**src/include/mips_params.svh**
```systemverilog
`ifndef MIPS_PARAMS_SVH
`define MIPS_PARAMS_SVH

// datapath word
`define MIPS_DATA_W 32

// 32 architectural registers
`define MIPS_REG_AW 5

// instruction memory, in words
`define MIPS_IMEM_AW 6

// data memory, in words
`define MIPS_DMEM_AW 6

`endif

```
**src/verilog/mipsPkg.sv**
```systemverilog
`include "mips_params.svh"

package mipsPkg;

    typedef enum logic [5:0] {
        RTYPE = 6'h00,
        J     = 6'h02,
        BEQ   = 6'h04,
        ADDI  = 6'h08,
        LW    = 6'h23,
        SW    = 6'h2b,
        HALT  = 6'h3f
    } opcode_e;

    typedef enum logic [2:0] {ADD, SUB, AND, OR, SLT} aluOp_e;

    typedef enum logic [1:0] {REGFILE, FROM_MEM, FROM_WB} fwdSel_e;

    typedef enum logic [1:0] {IDLE, RUN, DRAIN, DONE} coreState_e;

    typedef struct packed {
        logic   regWrite;
        logic   memRead;
        logic   memWrite;
        logic   mem2Reg;
        logic   aluSrcImm;
        aluOp_e aluOp;
    } ctrl_t;

    typedef struct packed {
        logic                    valid;
        logic [`MIPS_DATA_W-1:0] pc;
        logic [`MIPS_DATA_W-1:0] instr;
    } ifId_t;

    typedef struct packed {
        logic                    valid;
        ctrl_t                   ctrl;
        logic [`MIPS_REG_AW-1:0] rs;
        logic [`MIPS_REG_AW-1:0] rt;
        logic [`MIPS_REG_AW-1:0] rd;
        logic [`MIPS_DATA_W-1:0] opA;
        logic [`MIPS_DATA_W-1:0] opB;
        logic [`MIPS_DATA_W-1:0] imm;
    } idEx_t;

    typedef struct packed {
        logic                    valid;
        ctrl_t                   ctrl;
        logic [`MIPS_REG_AW-1:0] rd;
        logic [`MIPS_DATA_W-1:0] aluRes;
        logic [`MIPS_DATA_W-1:0] storeData;
    } exMem_t;

    typedef struct packed {
        logic                    valid;
        logic                    regWrite;
        logic                    mem2Reg;
        logic [`MIPS_REG_AW-1:0] rd;
        logic [`MIPS_DATA_W-1:0] loadData;
        logic [`MIPS_DATA_W-1:0] aluRes;
    } memWb_t;

    typedef struct packed {
        logic                    valid;
        logic [`MIPS_REG_AW-1:0] rd;
        logic [`MIPS_DATA_W-1:0] data;
    } wbCommit_t;

    typedef struct packed {
        logic                     valid;
        logic [`MIPS_DMEM_AW-1:0] addr;
        logic [`MIPS_DATA_W-1:0]  data;
    } memWrite_t;

    // writeback mux, shared by decode, execute and memory
    function automatic logic [`MIPS_DATA_W-1:0] wbValue(memWb_t m);
        return m.mem2Reg ? m.loadData : m.aluRes;
    endfunction

endpackage

```
**src/verilog/fetchStage.sv**
```systemverilog
`timescale 1ns/100ps
`include "mips_params.svh"

module fetchStage
    import mipsPkg::*;
(
    input  logic                     clk,
    input  logic                     i_rstN,
    input  logic                     i_imemWe,
    input  logic [`MIPS_IMEM_AW-1:0] i_imemAddr,
    input  logic [`MIPS_DATA_W-1:0]  i_imemData,
    input  logic                     i_fetchEn,
    input  logic                     i_stall,
    input  logic                     i_flush,
    input  logic                     i_taken,
    input  logic [`MIPS_DATA_W-1:0]  i_target,
    output ifId_t                    o_ifId
);

    logic [`MIPS_DATA_W-1:0] imem [1 << `MIPS_IMEM_AW];
    logic [`MIPS_DATA_W-1:0] pc;
    logic [`MIPS_DATA_W-1:0] instr;

    assign instr = imem[pc[`MIPS_IMEM_AW+1:2]]; // word addressed

    // program load port, only while the core is not fetching
    always_ff @(posedge clk) begin
        if (i_imemWe && !i_fetchEn)
            imem[i_imemAddr] <= i_imemData;
    end

    always_ff @(posedge clk or negedge i_rstN) begin
        if (!i_rstN) begin
            pc     <= '0;
            o_ifId <= '0;
        end else if (!i_stall) begin
            if (i_taken)
                pc <= i_target;
            else if (i_fetchEn)
                pc <= pc + `MIPS_DATA_W'(4);
            o_ifId.valid <= i_fetchEn && !i_flush;
            o_ifId.pc    <= pc;
            o_ifId.instr <= instr;
        end
    end

endmodule

```
**config.mk**
```make
export PLATFORM = sky130hd
export DESIGN_NAME = fetchStage
export DESIGN_NICKNAME = d
export VERILOG_FILES = /design/src/verilog/mipsPkg.sv /design/src/verilog/fetchStage.sv
export VERILOG_INCLUDE_DIRS = /design/src /design/src/include
export SDC_FILE = /design/constraint.sdc
export NUM_CORES = 2
export LEC_CHECK = 0
export BUFFER_PORTS_ARGS = -buffer_cell sky130_fd_sc_hd__buf_2
export CAP_MARGIN = 20
export CORE_ASPECT_RATIO = 0.9
export CORE_MARGIN = 1.5
export CORE_UTILIZATION = 45
export CTS_CLUSTER_DIAMETER = 100
export CTS_CLUSTER_SIZE = 24
export DETAILED_ROUTE_END_ITERATION = 10
export GPL_TIMING_DRIVEN = 0
export PLACE_DENSITY = 0.57
export SLEW_MARGIN = 20
export SYNTH_ARGS = -nofsm -noshare
export SYNTH_HDL_FRONTEND = slang
export SYNTH_SLANG_ARGS = --single-unit
```
**constraint.sdc**
```tcl
create_clock -name clk -period 5.9 [get_ports clk]
set_input_delay 1.77 -clock clk [delete_from_list [all_inputs] [get_ports clk]]
set_output_delay 1.77 -clock clk [all_outputs]
set_load 0.05 [all_outputs]
```
# Word-level counts from Yosys, hierarchy flattened
# Memory sizes are Yosys's and may differ from the RTL's. A register that Yosys moved wholly into a read port is not among the register bits.
# Cells that the tools add are included.
word_totals:
  output_inout_bits: 65
  in_bits: 77
  ramBits: 2048
  memories: 1
  ff_bits: 65
mem_list:
  columns: ["memory", "depth", "word_bits", "rd", "rd_clocked_by_memory_dff", "write_ports", "line_no", "source"]
  rows:
  - ["imem", 64, 32, 1, 1, 1, "fetchStage.sv:20", "logic [`MIPS_DATA_W-1:0] imem [1 << `MIPS_IMEM_AW];"]
op_classes:
  n_addsub: 1
  mux: 4
  bitwise: 1
  reduce_logical: 8
op_table:
  columns: ["cell", "n"]
  rows:
  - ["$mux W32", 2]
  - ["$add A32 B3 Y32 const B", 1]
  - ["$logic_not A1 Y1", 4]
  - ["$logic_and A1 B1 Y1", 2]
  - ["$mux W1", 2]
  - ["$reduce_and A2 Y1", 1]
  - ["$reduce_bool A2 Y1", 1]
  - ["$not A1 Y1", 1]

# Logic depth before layout (Yosys ltp)
logic_depth:
  depth_word: 4
  mapped_depth: 10

# Worst setup path after synthesis
# Ideal clock, no wire load.
synth_path:
  path_type: "input to register"
  start: "in i_imemAddr[4]"
  end: "mem imem[16][0] in the netlist's numbering (enable)"
  setup_time_ns: 0.421
  cell_stages: 4
  path_buffers: 2
  required_ns: 5.479
  arrival_ns: 3.952
  setup_slack_ns: 1.527
  path_cell_list: "clkbuf_1 -> or3b_2 -> clkbuf_1 -> nor2_1"
synth_rtl:
  columns: ["item", "line_no", "source"]
  rows:
  - ["start: declaration", "fetchStage.sv:10", "input logic [`MIPS_IMEM_AW-1:0] i_imemAddr,"]
  - ["end: declaration", "fetchStage.sv:20", null]
# Straight into the memory's write port.

==> reports/metrics.csv <==
metric;value;unit
status;complete, no violations;
power_density;330;mW/mm²
rows;149;
root_buffer;clkbuf_16;
crit_slowest_cell;o311ai_1;
setup.worst_path.start_class;flop;
path_cells;clkbuf_1, clkbuf_1, clkbuf_1, clkbuf_1, o221ai_1, o311ai_1, a2bb2oi_1;
arrival;5.40;ns
maxSlewViolCount;0;
grt_max_degree;71;
synth_top_area_cell;edfxtp_1;
grt-busiest-layer;met2;
setup_violations;0;
syn_to_final_growth;12.8;%
ant_nets;0;
drtIter0Drc;7433;
synth_most_common_cell;edfxtp_1;
place_area;0.0903;mm²
grtUsageMet2;0.443;
ctsHoldBuffers;0;
dpl_worst_slack;0.566;ns
globalplace.congestion;0.898;
avgRoutedWirePerCell;40.6;µm
hp-class;reg2reg;
grt_overflow_total;0;
drc;0;
grt_use_met1;0.425;
rsz0062_at_grt;false;
ys_types;73;
period_needed;4.80;ns
critical_path.max_stage_delay;1.08;ns
post-dp-hpwl;190000;µm
yosysSeqAreaShare;0.774;
cp_num_buf_inv;4;
die-height;410;µm
finalHoldViolCount;0;
crit_required;6.50;ns
timing.hold.ws;0.487;ns
avgSynthCellArea;21.1;µm²
maxCapViolations;0;
num_vias;44600;
max_clock_freq;0.208;GHz
cts_buffers;99;
first_global_vias;42500;
via_per_inst;6.58;
cellLeakagePower;0.0289;µW
io_buffers;138;
yosys-top-cells-count;edfxtp_1, mux4_2, mux2_2;
cts_tree;done;
numClockSinks;2145;
start_util;0.452;
synth_area_leaders;edfxtp_1, mux4_2, dfrtp_1, mux2_2, mux2i_1;
yosysTopAreaCellShare;0.744;
nNetsFinal;4371;
relSlewSlack;0.173;
async_reset_ff_frac;0.0452;
use_met3;0.0741;
syn-num-nets;3986;
grt.total_usage;0.295;
post_cts_resized;0;
fin_crit_sh;0.814;
cts_buffer_depth;3;
tightest_slew;1.24;ns
insertion_delay;0.78;ns
setup_ws;1.10;ns
coreArea;0.183;mm²
yosys_warnings;0;
critPathCaptureType;flop;
crit_type;reg2reg;
synth_edf_count;2048;
wirelength;275000;µm
path_common_cell;clkbuf_1;
drive_above_1_share;0.268;
die_w;455;µm
peakVddDrop;0.244;mV
final_cell_area;0.0932;mm²
rrSetupSlack;1.10;ns
syn_area;0.0826;mm²
crit_family;buffers and inverters;
path_max_fanout;10;
grt_first_pass_wirelength;370000;µm
path_clk_slew;0.10;ns
die_area;0.186;mm²
finClkSkew;0.0306;ns
synth_top_flop_cell;edfxtp_1;
htreeDepth;3;
top_level_ports;142;
antenna_found_initial;29;
syn_inst;3908;
synth-seq-cells;2145;
fill_cells;14400;
cts_setup_buffers;0;
drt_first_pass_iters;6;
-- power breakdown --
| part | internal [µW] | switching [µW] |
|---|---|---|
| logic | 1860 | 3910 |
| registers | 16900 | 226 |
| clock network | 3200 | 4720 |
-- layout make-up --
cell class,instances,area [µm²],share of cell area
Sequential cell,2145,63900,0.686
Tap cell,2416,3020,0.0324
Timing Repair Buffer,284,4180,0.0449
Multi-Input combinational cell,1515,18000,0.193
Clock buffer,151,2720,0.0291
Inverter,16,60.1,0.000644
Antenna cell,18,45.0,0.000483
Buffer,232,1210,0.0130
Clock inverter,4,35.0,0.000376
-- per-stage QoR --
step / setup TNS (ns) / total power, µW / std cells / util
4_1_cts: 0 / 30700 / 6761 / 0.509
2_1_floorplan: 0 / 20400 / 3908 / -
3_5_place_dp: 0 / 23100 / 6606 / 0.494
6_report: 0 / 30800 / 6781 / 0.510
3_3_place_gp: -2592.68 / 23000 / 6462 / 0.472
5_1_grt: 0 / 31400 / 6766 / 0.509
-- per-layer routing --
| metal | part of all wire | vias to the layer above |
|---|---|---|
| li1 | - | 17200 |
| met1 | 0.40 | 24100 |
| met2 | 0.45 | 2868 |
| met3 | 0.11 | 466 |
| met4 | 0.038 | 14 |
| met5 | 0.00033 | - |
-- sequential cells by signal, indices dropped and copies added (netlist names) --
| signal | count |
|---|---|
| o_ifId | 65 |
| imem | 2048 |
| pc | 32 |
-- worst paths after layout --
kind / startpoint / to / cells after the start
min in group asynchronous: i_rstN / o_ifId[30] / 1
setup reg to reg: pc[6] / o_ifId[30] / 7
hold reg to reg: o_ifId[56] / o_ifId[56] / 2
hold / removal: o_ifId[56] / o_ifId[56] / 2
setup / recovery: pc[6] / o_ifId[30] / 7
max in group asynchronous: i_rstN / o_ifId[18] / 2
-- worst min-delay path: stages (launching register included) --
cell	delay (ns)
dfrtp_1	0.35
nand2_1	0.05
o21ai_0	0.06
-- kinds of logic (layout without fill, tap and decap cells) --
kind of cell,after synthesis,count (layout),share of synthesized area
DFF,2145,2145,0.774
adders and majority gates,1,1,0.000151
and+or+nand+nor,349,349,0.0205
AOI/OAI and AO/OA,494,494,0.0422
buffers and inverters,248,687,0.0150
other,0,18,0
muxes,671,671,0.149
-- layout by cell type, fill, tap and decap left out, drive strengths merged, types with 7 or more instances in the layout --
cell type  instances
a211oi            20
a21o               7
a21oi             91
a221oi            40
a22o              10
a22oi             77
a2bb2oi           16
a31oi              9
a32oi             13
and3              20
buf              419
clkbuf           248
dfrtp             97
diode             18
edfxtp          2048
inv               16
mux2             123
mux2i            116
mux4             432
nand2            100
nand3             26
nand4             12
nor2             101
nor2b             14
nor3              28
nor4               7
o211ai            12
o21ai             55
o221ai            18
o22ai             55
o31ai             12
No activity file was read; power rests on OpenSTA's default activity.
