File: config.mk
export PLATFORM = sky130hd
export DESIGN_NAME = executeStage
export DESIGN_NICKNAME = d
export VERILOG_FILES = /design/src/verilog/mipsPkg.sv /design/src/verilog/executeStage.sv
export VERILOG_INCLUDE_DIRS = /design/src /design/src/include
export SDC_FILE = /design/constraint.sdc
export NUM_CORES = 1
export LEC_CHECK = 0
export BUFFER_PORTS_ARGS = -buffer_cell sky130_fd_sc_hd__buf_2
export CAP_MARGIN = 20
export CORE_ASPECT_RATIO = 2
export CORE_MARGIN = 5
export CORE_UTILIZATION = 54
export DETAILED_ROUTE_END_ITERATION = 8
export PLACE_DENSITY = 0.84
export SYNTH_ARGS = -nofsm -noshare
export SYNTH_HDL_FRONTEND = slang
export SYNTH_SLANG_ARGS = --single-unit
File: constraint.sdc
create_clock -name clk -period 4.35 [get_ports clk]
set_clock_uncertainty 0.05 [all_clocks]
set_input_delay 0.435 -clock clk [delete_from_list [all_inputs] [get_ports clk]]
set_output_delay 0.435 -clock clk [all_outputs]
set_load 0.01 [all_outputs]
File: src/include/mips_params.svh
`ifndef MIPS_PARAMS_SVH
`define MIPS_PARAMS_SVH

// datapath word
`define MIPS_DATA_W 32

// 32 architectural registers
`define MIPS_REG_AW 5

// instruction memory, in words
`define MIPS_IMEM_AW 6

// data memory, in words
`define MIPS_DMEM_AW 6

`endif

File: src/verilog/mipsPkg.sv
`include "mips_params.svh"

package mipsPkg;

    typedef enum logic [5:0] {
        RTYPE = 6'h00,
        J     = 6'h02,
        BEQ   = 6'h04,
        ADDI  = 6'h08,
        LW    = 6'h23,
        SW    = 6'h2b,
        HALT  = 6'h3f
    } opcode_e;

    typedef enum logic [2:0] {ADD, SUB, AND, OR, SLT} aluOp_e;

    typedef enum logic [1:0] {REGFILE, FROM_MEM, FROM_WB} fwdSel_e;

    typedef enum logic [1:0] {IDLE, RUN, DRAIN, DONE} coreState_e;

    typedef struct packed {
        logic   regWrite;
        logic   memRead;
        logic   memWrite;
        logic   mem2Reg;
        logic   aluSrcImm;
        aluOp_e aluOp;
    } ctrl_t;

    typedef struct packed {
        logic                    valid;
        logic [`MIPS_DATA_W-1:0] pc;
        logic [`MIPS_DATA_W-1:0] instr;
    } ifId_t;

    typedef struct packed {
        logic                    valid;
        ctrl_t                   ctrl;
        logic [`MIPS_REG_AW-1:0] rs;
        logic [`MIPS_REG_AW-1:0] rt;
        logic [`MIPS_REG_AW-1:0] rd;
        logic [`MIPS_DATA_W-1:0] opA;
        logic [`MIPS_DATA_W-1:0] opB;
        logic [`MIPS_DATA_W-1:0] imm;
    } idEx_t;

    typedef struct packed {
        logic                    valid;
        ctrl_t                   ctrl;
        logic [`MIPS_REG_AW-1:0] rd;
        logic [`MIPS_DATA_W-1:0] aluRes;
        logic [`MIPS_DATA_W-1:0] storeData;
    } exMem_t;

    typedef struct packed {
        logic                    valid;
        logic                    regWrite;
        logic                    mem2Reg;
        logic [`MIPS_REG_AW-1:0] rd;
        logic [`MIPS_DATA_W-1:0] loadData;
        logic [`MIPS_DATA_W-1:0] aluRes;
    } memWb_t;

    typedef struct packed {
        logic                    valid;
        logic [`MIPS_REG_AW-1:0] rd;
        logic [`MIPS_DATA_W-1:0] data;
    } wbCommit_t;

    typedef struct packed {
        logic                     valid;
        logic [`MIPS_DMEM_AW-1:0] addr;
        logic [`MIPS_DATA_W-1:0]  data;
    } memWrite_t;

    // writeback mux, shared by decode, execute and memory
    function automatic logic [`MIPS_DATA_W-1:0] wbValue(memWb_t m);
        return m.mem2Reg ? m.loadData : m.aluRes;
    endfunction

endpackage

File: src/verilog/executeStage.sv
`timescale 1ns/100ps
`include "mips_params.svh"

module executeStage
    import mipsPkg::*;
(
    input  logic    clk,
    input  logic    i_rstN,
    input  idEx_t   i_idEx,
    input  fwdSel_e i_fwdA,
    input  fwdSel_e i_fwdB,
    input  memWb_t  i_memWb,
    output exMem_t  o_exMem
);

    logic [`MIPS_DATA_W-1:0] wbData;
    logic [`MIPS_DATA_W-1:0] srcA;
    logic [`MIPS_DATA_W-1:0] srcB;
    logic [`MIPS_DATA_W-1:0] aluB;
    logic [`MIPS_DATA_W-1:0] aluRes;

    assign wbData = wbValue(i_memWb);

    always_comb begin
        case (i_fwdA)
            FROM_MEM: srcA = o_exMem.aluRes;
            FROM_WB:  srcA = wbData;
            default:  srcA = i_idEx.opA;
        endcase
        case (i_fwdB)
            FROM_MEM: srcB = o_exMem.aluRes;
            FROM_WB:  srcB = wbData;
            default:  srcB = i_idEx.opB;
        endcase
    end

    assign aluB = i_idEx.ctrl.aluSrcImm ? i_idEx.imm : srcB;

    always_comb begin
        case (i_idEx.ctrl.aluOp)
            SUB:     aluRes = srcA - aluB;
            AND:     aluRes = srcA & aluB;
            OR:      aluRes = srcA | aluB;
            SLT:     aluRes = {{(`MIPS_DATA_W-1){1'b0}}, $signed(srcA) < $signed(aluB)};
            default: aluRes = srcA + aluB; // add, also load/store address
        endcase
    end

    always_ff @(posedge clk or negedge i_rstN) begin
        if (!i_rstN) begin
            o_exMem <= '0;
        end else begin
            o_exMem.valid     <= i_idEx.valid;
            o_exMem.ctrl      <= i_idEx.ctrl;
            o_exMem.rd        <= i_idEx.rd;
            o_exMem.aluRes    <= aluRes;
            o_exMem.storeData <= srcB; // forwarded rt
        end
    end

endmodule

---- After elaboration in Yosys (flattened, before gate mapping) ----
Index checks and enable logic that the tools add are counted.
Widths: inputs -> output; s select.
word-level totals
  bits in registers ....................... 78
  bits of input ports ..................... 198
  output and inout bits ................... 78
  word-level logic and storage cells ...... 28
operators by class
  add/sub/neg operators ................... 2
  magnitude comparators ................... 1
  equal/unequal tests ..................... 8
  muxes and demuxes ....................... 5
  bitwise logic cells ..................... 2
operator list
  cell                number
  $pmux 32 s2         2
  $pmux 32 s4         1
  $mux 32             2
  $add 32x32->32      1
  $and 32x32->32      1
  $lt 32x32->1        1
  $or 32x32->32       1
  $sub 32x32->32      1
  $eq 3x2->1 const B  2
  $eq 2x1->1 const B  2
  $eq 2x2->1 const B  2
  $eq 3x1->1 const B  1
  $eq 3x3->1 const B  1

---- Depth between registers and ports, before layout ----
  word-level depth ........................ 5
  mapped depth ............................ 19

---- Worst setup path after synthesis ----
OpenSTA, ideal clock, no wires.
  kind .................................... input to register
  start point ............................. input i_memWb[69] in the netlist's numbering
  end point ............................... register o_exMem[61] in the netlist's numbering
  setup time .............................. 126 ps
  arrival time ............................ 4,214 ps
  data required time ...................... 4,174 ps
  path slack .............................. -40 ps
  cell stages on the path ................. 17
  cell sequence ........................... clkbuf_1 > buf_1 > mux2_2 > a22oi_1 > nor2_1 > a21oi_1 > o21ai_0 > ha_1 > buf_6 > or4_4 > a211oi_2 > o41ai_2 > a31oi_2 > a211oi_2 > o31a_1 > a211o_1 > a221o_1
between the ends
  longest elaborated chain between the ends .. 5
  elaborated cells on any way between the ends .. 9
RTL lines
  item                                    line                text
  start: declaration                      executeStage.sv:12  input memWb_t i_memWb,
  $mux 32 (*)                             mipsPkg.sv:78       return m.mem2Reg ? m.loadData : m.aluRes;
  $pmux 32 s2                             executeStage.sv:30  case (i_fwdB)
  $mux 32                                 executeStage.sv:37  assign aluB = i_idEx.ctrl.aluSrcImm ? i_idEx.imm : srcB;
  $add 32x32->32 (tied with other cells)  executeStage.sv:45  default: aluRes = srcA + aluB;
  $pmux 32 s4 (*)                         executeStage.sv:40  case (i_idEx.ctrl.aluOp)
  net aluRes[29]                          executeStage.sv:20  logic [`MIPS_DATA_W-1:0] aluRes;
  end: declaration                        executeStage.sv:13  output exMem_t o_exMem
Mark *: on every way through the listed nets, which the timed path passes. The rest lies on a longest branch.

---- Final worst setup path ----
  start point ............................. input i_fwdA[1]
  end point ............................... register o_exMem[61] in the netlist's numbering
between the ends
  longest elaborated chain between the ends .. 4
  elaborated cells on any way between the ends .. 8
RTL lines
  item                                             line                text
  start: declaration                               executeStage.sv:10  input fwdSel_e i_fwdA,
  $eq 2x2->1 / $eq 2x1->1 (equally long branches)  executeStage.sv:25  case (i_fwdA)
  $pmux 32 s2 (*)                                  executeStage.sv:25
  $add 32x32->32 (tied with other cells)           executeStage.sv:45
  $pmux 32 s4 (*)                                  executeStage.sv:40
  net aluRes[29]                                   executeStage.sv:20
Marks and branches as above.

==> flow_summary.yaml <==
run_status:
  status: "complete, no violations"
sta:
  worst_slack_ps: 79.5
  finalSetupViolations: 0
  tightest_slew_ps: 1090
  tns_ps: 0
  rsz0062_at_grt: "true"
  whs_ps: 88.6
  finalCritPeriodShare_pct: 98.2
  slew_viol_final: 0
  period_needed_ps: 4270
  hold_violations: 0
  slew-limit-headroom_pct: 27.6
  timing.fmax_ghz: 0.234
route:
  first_pass_iters: 5
  ant_nets: 0
  drtIter0Drc: 814
  routed_via_density: 6.19
  num_vias: 11500
  routed_wirelength_mm: 42.4
  drcViolationCount: 0
  routedWlPerCell_um: 22.8
finish:
  top_regs: "o_exMem (78)"
  syn_to_final_growth_pct: 39.5
  layout-drive-gt1-share_pct: 36.5
  largest_reg_flops: 78
  largest_register: "o_exMem"
  nets: 1955
  postLayoutCellArea_um2: 12700
pwr:
  power_mw: 4.59
  total_leakage_power_nw: 6.54
  p_per_area_nw_per_um2: 362
  switching_power_mw: 2.07
  pwr-share-clk_pct: 17.4
  internal_power_mw: 2.52
  power_frac_seq_pct: 21.6
  ir_drop_mv: 0.259
  combPwrFrac_pct: 61.1
  swShare_pct: 45.1
clock_tree:
  cts.hold.buffers_added: 0
  cts_sinks: 78
  cts.reportedPaths.clkPinSlew_ps: 80
  clk_latency_ps: 370
  htreeDepth: 3
  cts_buffer_depth: 2
  cts_root_buffer: "clkbuf_16"
  cts_tree: "done"
  numCtsBuffers: 9
logic_synthesis:
  synthCells: 1208
  ys_warn_count: 0
  synth.top_cell.area_share_pct: 21.5
  seq_area_frac_synth_pct: 21.5
  synth_area_leader_cell: "dfrtp_1"
  yosysUniqueCellTypes: 75
  synthFlopType: "dfrtp_1"
  synth_edf_count: 0
  async_reset_ff_share_pct: 100
  synth_area_per_cell_um2: 7.53
  synth_area_um2: 9090
  ys_ff_latch: 78
  synthTopCellsByArea: "dfrtp_1 21%, ha_1 15%, a21oi_1 5.9%, inv_1 5.4%, a22oi_1 5.4%"
  synth_fp_nets: 1519
global_route:
  use_met2_pct: 72.6
  grt_max_degree: 55
  use_met3_pct: 7.57
  use_met1_pct: 40.3
  antenna_found_initial: 1
  top_usage_layer: "met2"
  gr-total-overflow: 0
  grt_pass1_vias: 12100
  grt_usage_pct: 41.8
  grt_pass1_wl_mm: 63.0
floorplanning:
  die_w_um: 102
  core_area_um2: 16700
  rows: 67
  start_util_pct: 54.5
  fp.dieH_um: 194
  pin_count: 276
  fp.dieArea_um2: 19700
setup_path:
  critPathLaunchType: "input pin"
  crit_fanout: 7
  endpoint_kind: "flop"
  critPathRequiredTime_ps: 4560
  critPathKind: "in -> reg"
  worstPathArrival_ps: 4480
min_path:
  hp-class: "in -> async"
job:
  cap_violations: 0
placement:
  hpwl_mm: 33.0
  numPortBuffers: 258
  placed_cell_area_um2: 12200
  dpl_worst_slack_ps: -460
  gp_congestion: 1.03
-- stage by stage --
stage	utilization, %	std cells
after detailed placement	73.3	1839
after floorplan	-	1208
after CTS	75.0	1855
after global placement	73.3	1839
after global routing	76.1	1857
final	76.1	1857
-- cell usage after synthesis, types with 13 or more instances --
library cell / instances
o21a_1: 27
clkbuf_1: 56
ha_1: 111
o221ai_1: 16
dfrtp_1: 78
a22oi_1: 65
nand2_1: 122
a21o_1: 13
nor2_1: 122
mux2_2: 32
inv_1: 132
a21oi_1: 107
o21ai_0: 75
-- worst max-delay path, stage by stage --
cell and delay, ps:
buf_2 120, inv_1 50, ha_1 410, buf_4 240, a22oi_1 80, o21ai_0 400
ha_1 370, a211oi_2 260, o211ai_1 160, a21o_1 220, a221o_2 410, a2111oi_4 340
buf_4 180, o21a_1 140, nor2_1 50, a211o_1 310, a221o_1 310
-- power groups by stage --
stage,Clock [mW],Combinational [mW],Sequential [mW]
floorplan,0,1.33,1.03
global placement,0,2.59,0.990
detailed placement,0,2.64,0.995
CTS,0.790,2.67,0.983
global route,0.824,2.99,1.00
finish,0.797,2.80,0.991
-- placed cells by master, fill, tap and decap left out, types with 32 or more instances in the layout --
master | netlist | layout
a21oi_1 | 107 | 101
a22oi_1 | 65 | 65
buf_2 | 6 | 256
o21ai_0 | 75 | 65
nor2_1 | 122 | 122
buf_4 | 1 | 242
mux2_2 | 32 | 32
ha_1 | 111 | 105
inv_1 | 132 | 131
dfrtp_1 | 78 | 78
nand2_1 | 122 | 122
-- metal layers --
metal / part of all wire (%) / wire, µm
met5: 0 / 0
met4: 11 / 4530
met3: 8.4 / 3570
met2: 51 / 21500
met1: 30 / 12800
-- layout make-up --
class / instances / area (µm²)
clock buffer: 9 / 225
inverter: 132 / 499
fill: 1299 / 3990
timing repair buffer: 503 / 3180
clock inverter: 7 / 63.8
tap: 207 / 259
multi-input combinational: 920 / 6510
sequential: 78 / 1950
antenna: 1 / 2.50
-- cell families (layout without fill, tap and decap cells) --
group	count (synthesis)	count (layout)	synth area share, %
AOI/OAI and AO/OA	424	424	31.7
xor gates and xnor gates	19	19	1.83
adders and majority gates	116	116	16.0
buffers and inverters	210	651	8.90
DFF	78	78	21.5
muxes	37	37	4.51
other	0	1	0
and+or+nand+nor	324	324	15.5
-- path summary, 6_finish.rpt --
path / slack (ps) / from / to / cells past startpoint
max: 80 / i_fwdA[1] / o_exMem[61] / 17
min: 90 / i_rstN / o_exMem[49] / 1
max reg2reg: 410 / o_exMem[33] / o_exMem[61] / 16
min reg2reg: 640 / o_exMem[38] / o_exMem[6] / 4
max in group asynchronous: 3260 / i_rstN / o_exMem[67] / 2
min in group clk: 120 / i_idEx[97] / o_exMem[65] / 1
-- repair_timing --
action,4_1_cts,5_1_grt
hold endpoints to repair,0,0
pin swaps,0,5
resized for setup,2,41
buffers inserted,0,1
endpoints found under the setup margin,2,15
Note: power is estimated with default switching activity, not from simulation.
