### src/include/mips_params.svh
`ifndef MIPS_PARAMS_SVH
`define MIPS_PARAMS_SVH

// datapath word
`define MIPS_DATA_W 32

// 32 architectural registers
`define MIPS_REG_AW 5

// instruction memory, in words
`define MIPS_IMEM_AW 6

// data memory, in words
`define MIPS_DMEM_AW 6

`endif

### src/verilog/mipsPkg.sv
`include "mips_params.svh"

package mipsPkg;

    typedef enum logic [5:0] {
        RTYPE = 6'h00,
        J     = 6'h02,
        BEQ   = 6'h04,
        ADDI  = 6'h08,
        LW    = 6'h23,
        SW    = 6'h2b,
        HALT  = 6'h3f
    } opcode_e;

    typedef enum logic [2:0] {ADD, SUB, AND, OR, SLT} aluOp_e;

    typedef enum logic [1:0] {REGFILE, FROM_MEM, FROM_WB} fwdSel_e;

    typedef enum logic [1:0] {IDLE, RUN, DRAIN, DONE} coreState_e;

    typedef struct packed {
        logic   regWrite;
        logic   memRead;
        logic   memWrite;
        logic   mem2Reg;
        logic   aluSrcImm;
        aluOp_e aluOp;
    } ctrl_t;

    typedef struct packed {
        logic                    valid;
        logic [`MIPS_DATA_W-1:0] pc;
        logic [`MIPS_DATA_W-1:0] instr;
    } ifId_t;

    typedef struct packed {
        logic                    valid;
        ctrl_t                   ctrl;
        logic [`MIPS_REG_AW-1:0] rs;
        logic [`MIPS_REG_AW-1:0] rt;
        logic [`MIPS_REG_AW-1:0] rd;
        logic [`MIPS_DATA_W-1:0] opA;
        logic [`MIPS_DATA_W-1:0] opB;
        logic [`MIPS_DATA_W-1:0] imm;
    } idEx_t;

    typedef struct packed {
        logic                    valid;
        ctrl_t                   ctrl;
        logic [`MIPS_REG_AW-1:0] rd;
        logic [`MIPS_DATA_W-1:0] aluRes;
        logic [`MIPS_DATA_W-1:0] storeData;
    } exMem_t;

    typedef struct packed {
        logic                    valid;
        logic                    regWrite;
        logic                    mem2Reg;
        logic [`MIPS_REG_AW-1:0] rd;
        logic [`MIPS_DATA_W-1:0] loadData;
        logic [`MIPS_DATA_W-1:0] aluRes;
    } memWb_t;

    typedef struct packed {
        logic                    valid;
        logic [`MIPS_REG_AW-1:0] rd;
        logic [`MIPS_DATA_W-1:0] data;
    } wbCommit_t;

    typedef struct packed {
        logic                     valid;
        logic [`MIPS_DMEM_AW-1:0] addr;
        logic [`MIPS_DATA_W-1:0]  data;
    } memWrite_t;

    // writeback mux, shared by decode, execute and memory
    function automatic logic [`MIPS_DATA_W-1:0] wbValue(memWb_t m);
        return m.mem2Reg ? m.loadData : m.aluRes;
    endfunction

endpackage

### src/verilog/decodeStage.sv
`timescale 1ns/100ps
`include "mips_params.svh"

module decodeStage
    import mipsPkg::*;
(
    input  logic                    clk,
    input  logic                    i_rstN,
    input  ifId_t                   i_ifId,
    input  memWb_t                  i_memWb,
    input  logic                    i_stall,
    output idEx_t                   o_idEx,
    output logic [`MIPS_REG_AW-1:0] o_rs,
    output logic [`MIPS_REG_AW-1:0] o_rt,
    output logic                    o_useRs,
    output logic                    o_useRt,
    output logic                    o_isBranch,
    output logic                    o_taken,
    output logic                    o_haltSeen,
    output logic [`MIPS_DATA_W-1:0] o_target
);

    logic [`MIPS_DATA_W-1:0] regFile [1 << `MIPS_REG_AW];

    opcode_e                 op;
    logic [`MIPS_REG_AW-1:0] rd;
    logic [5:0]              funct;
    logic [`MIPS_DATA_W-1:0] imm;
    logic [`MIPS_DATA_W-1:0] pc4;
    logic [`MIPS_DATA_W-1:0] rsVal;
    logic [`MIPS_DATA_W-1:0] rtVal;
    logic [`MIPS_DATA_W-1:0] wbData;
    logic                    wbEn;
    ctrl_t                   ctrl;
    logic [`MIPS_REG_AW-1:0] dest;
    logic                    useRs;
    logic                    useRt;
    logic                    isBranch;
    logic                    isJump;
    logic                    isHalt;

    assign op    = opcode_e'(i_ifId.instr[31:26]);
    assign o_rs  = i_ifId.instr[25:21];
    assign o_rt  = i_ifId.instr[20:16];
    assign rd    = i_ifId.instr[15:11];
    assign funct = i_ifId.instr[5:0];
    assign imm   = {{(`MIPS_DATA_W-16){i_ifId.instr[15]}}, i_ifId.instr[15:0]};
    assign pc4   = i_ifId.pc + `MIPS_DATA_W'(4);

    // register file, written from writeback and visible in the same cycle
    assign wbData = wbValue(i_memWb);
    assign wbEn   = i_memWb.valid && i_memWb.regWrite && (i_memWb.rd != '0);

    always_ff @(posedge clk) begin
        if (wbEn)
            regFile[i_memWb.rd] <= wbData;
    end

    assign rsVal = (o_rs == '0) ? '0 : (wbEn && i_memWb.rd == o_rs) ? wbData : regFile[o_rs];
    assign rtVal = (o_rt == '0) ? '0 : (wbEn && i_memWb.rd == o_rt) ? wbData : regFile[o_rt];

    always_comb begin
        ctrl     = '0;
        dest     = rd;
        useRs    = 1'b0;
        useRt    = 1'b0;
        isBranch = 1'b0;
        isJump   = 1'b0;
        isHalt   = 1'b0;
        case (op)
            RTYPE: begin
                ctrl.regWrite = 1'b1;
                useRs         = 1'b1;
                useRt         = 1'b1;
                case (funct)
                    6'h20:   ctrl.aluOp = ADD;
                    6'h22:   ctrl.aluOp = SUB;
                    6'h24:   ctrl.aluOp = AND;
                    6'h25:   ctrl.aluOp = OR;
                    6'h2a:   ctrl.aluOp = SLT;
                    default: ctrl.regWrite = 1'b0; // unknown funct is a nop
                endcase
            end
            ADDI, LW: begin
                ctrl.regWrite  = 1'b1;
                ctrl.aluSrcImm = 1'b1;
                ctrl.memRead   = (op == LW);
                ctrl.mem2Reg   = (op == LW);
                dest           = o_rt;
                useRs          = 1'b1;
            end
            SW: begin
                ctrl.memWrite  = 1'b1;
                ctrl.aluSrcImm = 1'b1;
                useRs          = 1'b1;
                useRt          = 1'b1;
            end
            BEQ: begin
                isBranch = 1'b1;
                useRs    = 1'b1;
                useRt    = 1'b1;
            end
            J:       isJump = 1'b1;
            HALT:    isHalt = 1'b1;
            default: ;
        endcase
    end

    assign o_useRs    = i_ifId.valid && useRs;
    assign o_useRt    = i_ifId.valid && useRt;
    assign o_isBranch = i_ifId.valid && isBranch;
    assign o_haltSeen = i_ifId.valid && isHalt;
    assign o_taken    = i_ifId.valid && !i_stall && (isJump || (isBranch && rsVal == rtVal));
    assign o_target   = isJump ? {pc4[31:28], i_ifId.instr[25:0], 2'b00}
                               : pc4 + {imm[`MIPS_DATA_W-3:0], 2'b00};

    always_ff @(posedge clk or negedge i_rstN) begin
        if (!i_rstN) begin
            o_idEx <= '0;
        end else if (i_stall) begin
            o_idEx <= '0; // bubble
        end else begin
            o_idEx.valid <= i_ifId.valid;
            o_idEx.ctrl  <= i_ifId.valid ? ctrl : '0;
            o_idEx.rs    <= o_rs;
            o_idEx.rt    <= o_rt;
            o_idEx.rd    <= dest;
            o_idEx.opA   <= rsVal;
            o_idEx.opB   <= rtVal;
            o_idEx.imm   <= imm;
        end
    end

endmodule

### config.mk
export PLATFORM = sky130hd
export DESIGN_NAME = decodeStage
export DESIGN_NICKNAME = d
export VERILOG_FILES = /design/src/verilog/mipsPkg.sv /design/src/verilog/decodeStage.sv
export VERILOG_INCLUDE_DIRS = /design/src /design/src/include
export SDC_FILE = /design/constraint.sdc
export NUM_CORES = 2
export LEC_CHECK = 0
export BUFFER_PORTS_ARGS = -buffer_cell sky130_fd_sc_hd__buf_2
export CORE_MARGIN = 5
export CORE_UTILIZATION = 25
export CTS_BUF_LIST = sky130_fd_sc_hd__clkbuf_16
export CTS_CLUSTER_DIAMETER = 100
export CTS_CLUSTER_SIZE = 25
export DETAILED_ROUTE_END_ITERATION = 16
export GPL_ROUTABILITY_DRIVEN = 1
export PLACE_DENSITY_LB_ADDON = 0.25
export SYNTH_ARGS = -nofsm -noshare
export SYNTH_HDL_FRONTEND = slang
export SYNTH_SLANG_ARGS = --single-unit
### constraint.sdc
create_clock -name clk -period 3.95 [get_ports clk]
set_input_delay 0.1975 -clock clk [delete_from_list [all_inputs] [get_ports clk]]
set_output_delay 0.1975 -clock clk [all_outputs]
set_load 0.01 [all_outputs]
---- Word level (Yosys, flattened, before mapping) ----
Memories as Yosys holds them, arrays and structs flattened.
Cells that the tools add are included.
operators by class
  $add $sub $neg .......................... 2
  $mul .................................... 0
  divide/modulo/power cells ............... 0
  magnitude comparators ................... 0
  eq/ne operators ......................... 14
  shift operators ......................... 0
  mux-type cells .......................... 23
  bitwise logic cells ..................... 0
  reductions and logical operators ........ 22
operators with widths
  operator               count
  $mux 32                6
  $mux 120               1
  $eq 6x6->1 const B     8
  $add 32x3->32 const B  1
  $add 32x32->32         1
  $eq 32x32->1           1
  $pmux 3 s4             1
  $logic_and 1x1->1      11
  $mux 1                 11
  $eq 5x5->1             2
  $logic_not 5->1        2
  $reduce_or 5->1        2
  $mux 8                 1
  $eq 6x2->1 const B     1
  $eq 6x3->1 const B     1
  $eq 6x4->1 const B     1
  $logic_not 6->1        1
  $reduce_or 3->1        2
  $mux 5                 1
  $reduce_bool 5->1      1
  $mux 3                 1
  $pmux 1 s2             1
  $reduce_or 2->1        1
  $logic_not 1->1        1
  $logic_or 1x1->1       1
storage, ports and cells
  flip-flop bits (word level) ............. 120
  bits in latches ......................... 0
  RAM bits ................................ 1024
  memory bits (read-only) ................. 0
  bits of input ports ..................... 140
  output and inout port bits .............. 167
  word-level logic and storage cells ...... 75
  memories kept ........................... 1
memories
  memory   words  width  read ports  clocked after Yosys merged registers in  write ports  line               text
  regFile  32     32     2           0                                        1            decodeStage.sv:23  logic [`MIPS_DATA_W-1:0] regFile [1 << `MIPS_REG_AW];

---- Depth between registers and ports, before layout ----
  depth in word-level cells ............... 9
  gate-level depth with buffers ........... 18
  depth with buffers taken out ............ 16

---- Worst setup path before layout ----
OpenSTA, ideal clock, no wires.
  path kind ............................... input-to-output
  start ................................... input i_ifId[37] (netlist name)
  end ..................................... output o_target[31]
  arrival time ............................ 3.416 ns
  required time ........................... 3.753 ns
  path slack .............................. 0.337 ns
  stages on the path ...................... 18
  path buffers ............................ 2
  cell sequence ........................... and3_1 nand4_1 nor2_1 nand2_1 or2_2 clkbuf_1 xnor2_1 ha_1 clkbuf_1 a21o_1 a21oi_1 o21ai_0 a21oi_1 a2bb2oi_1 a311oi_1 o2111ai_1 nand4b_1 a311oi_1
between the ends
  longest elaborated chain between the ends .. 3
ends and longest elaborated chain
  what                line                text
  start: declaration  decodeStage.sv:9    input ifId_t i_ifId,
  $add 32x3->32 (*)   decodeStage.sv:48   assign pc4 = i_ifId.pc + `MIPS_DATA_W'(4);
  $add 32x32->32      decodeStage.sv:115  : pc4 + {imm[`MIPS_DATA_W-3:0], 2'b00};
  $mux 32 (*)         decodeStage.sv:114  assign o_target = isJump ? {pc4[31:28], i_ifId.instr[25:0], 2'b00}
  end: declaration    decodeStage.sv:20   output logic [`MIPS_DATA_W-1:0] o_target
Every way passes the cells marked *; elsewhere a longest branch is shown, timed or not.

==> out/summary.md <==
Route
- 35500 — via count
- 4163 — Detailed Route Iter0 Violations
- 220000 microns — Routed Wire Length
- 32.9 microns — WL per Instance
- 6 — router iterations before antenna repair
- 0 — remaining routing DRC violations
- 0 — antenna viol nets, final
- 5.31 — detail-routed via count per cell

Clocking
- 110 ps — Clock Pin Slew Worst Setup and Hold Paths
- 54 — number of buffers created by CTS
- 3 — worst-case clock buffer depth
- 720 ps — Worst-Skew Late Latency
- 1127 — sinks on the clock net
- built — clock tree from TritonCTS
- 2 — H-Tree Level Count
- sky130_fd_sc_hd__clkbuf_16 — Clock Tree Root

Worst setup path
- 4010 ps — data arrival time at the worst-slack endpoint
- mux4_2, mux4_2, a222oi_1, o21a_1, o21ai_1, a211o_1, a2111oi_4, nand4_1, o21ai_1, buf_4, buf_6 — crit path cell chain
- reg2out — Crit Path Class
- sky130_fd_sc_hd__mux4_2 — highest-delay cell along the critical path
- output pin — Worst Setup End Kind
- 520 ps — slowest stage delay, CP
- 5 — R2R cell count
- regFile[24][2] — timing startpoint of the critical path
- flop — Worst Setup Start Kind
- 3750 ps — data required time at the worst endpoint
- regFile[20][8] — reg2reg start
- 2 — maximum fanout along the worst path

Cells and area
- 3952 — number of nets at the end of the flow
- 21300 — fillcell total
- 19.2% — Layout Area Growth over Synthesis
- 0.378 — fraction of layout instances using a drive strength above 1
- 0 — Ant. Diodes

Hold path
- 2 — count of cells along the worst hold path
- in2reg — worst min path class
- i_memWb[59] — beginning of the worst hold path

Power
- 368 nW/um^2 — power density normalized to cell area
- 0.282 — Clk pwr share
- 6.48 mW — Psw
- 22.2 nW — Lkg Pwr
- 0.269 — Sw Ratio
- 364 uV — worst vdd rail ir drop
- 0.555 — Reg power frac
- 0.163 — Logic pwr share
- 17.6 mW — Internal Power

Timing
- 1 — # setup viols final
- 4200 ps — crit path time final
- 29.6 ps — worst clock skew
- -253 ps — worst setup slack after layout
- yes — RSZ-0062 raised after global routing
- 0 — final-report max-slew violation count
- 1.06 — ratio of final minimum period to clock period
- 0.238 GHz — Fmax achieved
- 0.291 — remaining max-slew budget at the tightest pin
- -253 ps — final sum of negative setup slack
- 1060 ps — transition time of the tightest slew-check pin
- 0 — final-report hold violation count

Synth
- 17.3 sq um — average instance area after synthesis
- 75 — number of distinct library cells after synthesis
- sky130_fd_sc_hd__edfxtp_1 — cell with the most instances after synthesis
- 3173 — Syn Inst Count
- 0.561 — share of the synthesized area in the top cell type
- 1024 — count of flip-flops with a built-in enable after synthesis
- 54800 sq um — cell area after technology mapping
- 0 — Yosys Warn Count
- sky130_fd_sc_hd__edfxtp_1 — Primary FF master, synth
- sky130_fd_sc_hd__edfxtp_1 — cell taking the most area after synthesis
- sky130_fd_sc_hd__edfxtp_1, sky130_fd_sc_hd__mux4_2, sky130_fd_sc_hd__dfrtp_1 — Synth area leaders
- 1127 — number of synthesized register bits
- 0.608 — fraction of the yosys area taken by sequential cells
- 0.0914 — share of async-settable or async-resettable flops after synthesis
- sky130_fd_sc_hd__edfxtp_1, sky130_fd_sc_hd__mux4_2, sky130_fd_sc_hd__nor2_1 — most used standard cells in the synthesized netlist

GRT
- 7 — antenna violations before repair
- 0.186 — Total GRT Usage
- 35500 — via count of the first global-routing pass
- 299000 microns — first-pass GRT wire length
- 0 — total gr overflow
- 55 — maximum number of pins on one net before global-route repair

Placed design
- -441 ps — post-placement setup slack
- 145000 microns — HPWL after DPL
- 0.873 — GPL Wtd Cong
- 306 — port bufs

Floorplan
- 307 — I/O pin cnt
- 218000 sq um — placeable core region
- 229000 sq um — overall die area
- 171 — number of rows created at floorplan
- 478 microns — Die Span Y
- 478 microns — x dimension of the die
- 0.252 — initial standard-cell utilization of the core

Run status
- finished with violations — result of the run
- negative setup slack — violations in the final reports

Run
- 0 — number of violations of the max-capacitance limit

-- through the flow --
step / util / power, mW / cell area [sq um] / std cells / hold slack [ps]
floorplan: - / 15.6 / 54900 / 3204 / -98.1
CTS: 0.299 / 24.2 / 65100 / 6672 / 15.9
finish: 0.300 / 24.0 / 65300 / 6675 / 61.8
detailed placement: 0.289 / 17.5 / 62900 / 6533 / 177
global route: 0.300 / 24.9 / 65300 / 6675 / 29.7
global placement: 0.289 / 17.5 / 62900 / 6533 / 169
-- metal layers --
metal | wire length, microns | GRT usage
met1 | 91100 | 0.250
met2 | 105000 | 0.311
met3 | 15700 | 0.0284
met4 | 7430 | 0.0538
met5 | 27 | 0
-- cell type report --
| cell class | instances | area (sq um) | area share |
|---|---|---|---|
| tap | 2854 | 3570 | 0.0547 |
| inverter | 41 | 159 | 0.00243 |
| timing repair buffer | 764 | 6020 | 0.0922 |
| multi-input combinational | 1788 | 20600 | 0.315 |
| clock inverter | 44 | 241 | 0.00370 |
| sequential | 1127 | 33300 | 0.510 |
| clock buffer | 57 | 1430 | 0.0218 |
-- worst paths after layout --
| kind | to | slack [ps] |
|---|---|---|
| worst min register to register | o_idEx[75] | 1110 |
| max in group asynchronous | o_idEx[35] | 2800 |
| worst max-delay path | o_taken | -250 |
| min in group asynchronous | o_idEx[112] | 450 |
| worst min-delay path | regFile[22][27] | 60 |
| worst max register to register | o_idEx[72] | 1460 |
-- cells by family after synthesis --
group,synth area share
compound gates,0.0454
xor+xnor,0.0136
fa+ha+maj,0.00836
buf+inv,0.0274
flops,0.608
mux,0.244
other cells,0.0000685
simple gates,0.0524
-- power groups by stage --
stage	Sequential, mW	Combinational (mW)	Clock (mW)
CTS	13.4	3.91	6.95
finish	13.4	3.92	6.77
global placement	13.6	3.84	0
global route	13.4	4.14	7.34
floorplan	13.6	1.96	0
detailed placement	13.6	3.84	0
-- critical path: cells and delay by family, from the launching register on --
kind                   cells  cell delay, ps
DFF                        1             420
muxes                      2            1000
AOI/OAI and AO/OA          6            1440
and+or+nand+nor            1             150
buffers and inverters      2             270
-- registers in the layout (all words and copies together), names as in the netlist --
name and count:
o_idEx 103, regFile 1024
-- layout by cell type, fill, tap and decap left out, types with 55 or more instances in the layout --
master and count:
sky130_fd_sc_hd__edfxtp_1 1024, sky130_fd_sc_hd__buf_12 68, sky130_fd_sc_hd__clkbuf_16 57, sky130_fd_sc_hd__xnor2_1 55
sky130_fd_sc_hd__mux2i_1 122, sky130_fd_sc_hd__buf_4 357, sky130_fd_sc_hd__dfrtp_1 103, sky130_fd_sc_hd__nor2_1 143
sky130_fd_sc_hd__buf_2 292, sky130_fd_sc_hd__o22ai_1 88, sky130_fd_sc_hd__nand2_1 131, sky130_fd_sc_hd__mux4_2 528
sky130_fd_sc_hd__a21oi_1 73, sky130_fd_sc_hd__inv_1 71
-- what timing repair did --
action / 4_1_cts / 5_1_grt
endpoints found under the setup margin: 7 / 12
gates cloned: 0 / 0
setup buffers: 4 / 3
gates resized for setup: 17 / 38
hold buffers: 34 / 0
pin swaps: 9 / 20
hold endpoints to repair: 134 / 0
Power figures use the tool's default switching activity.
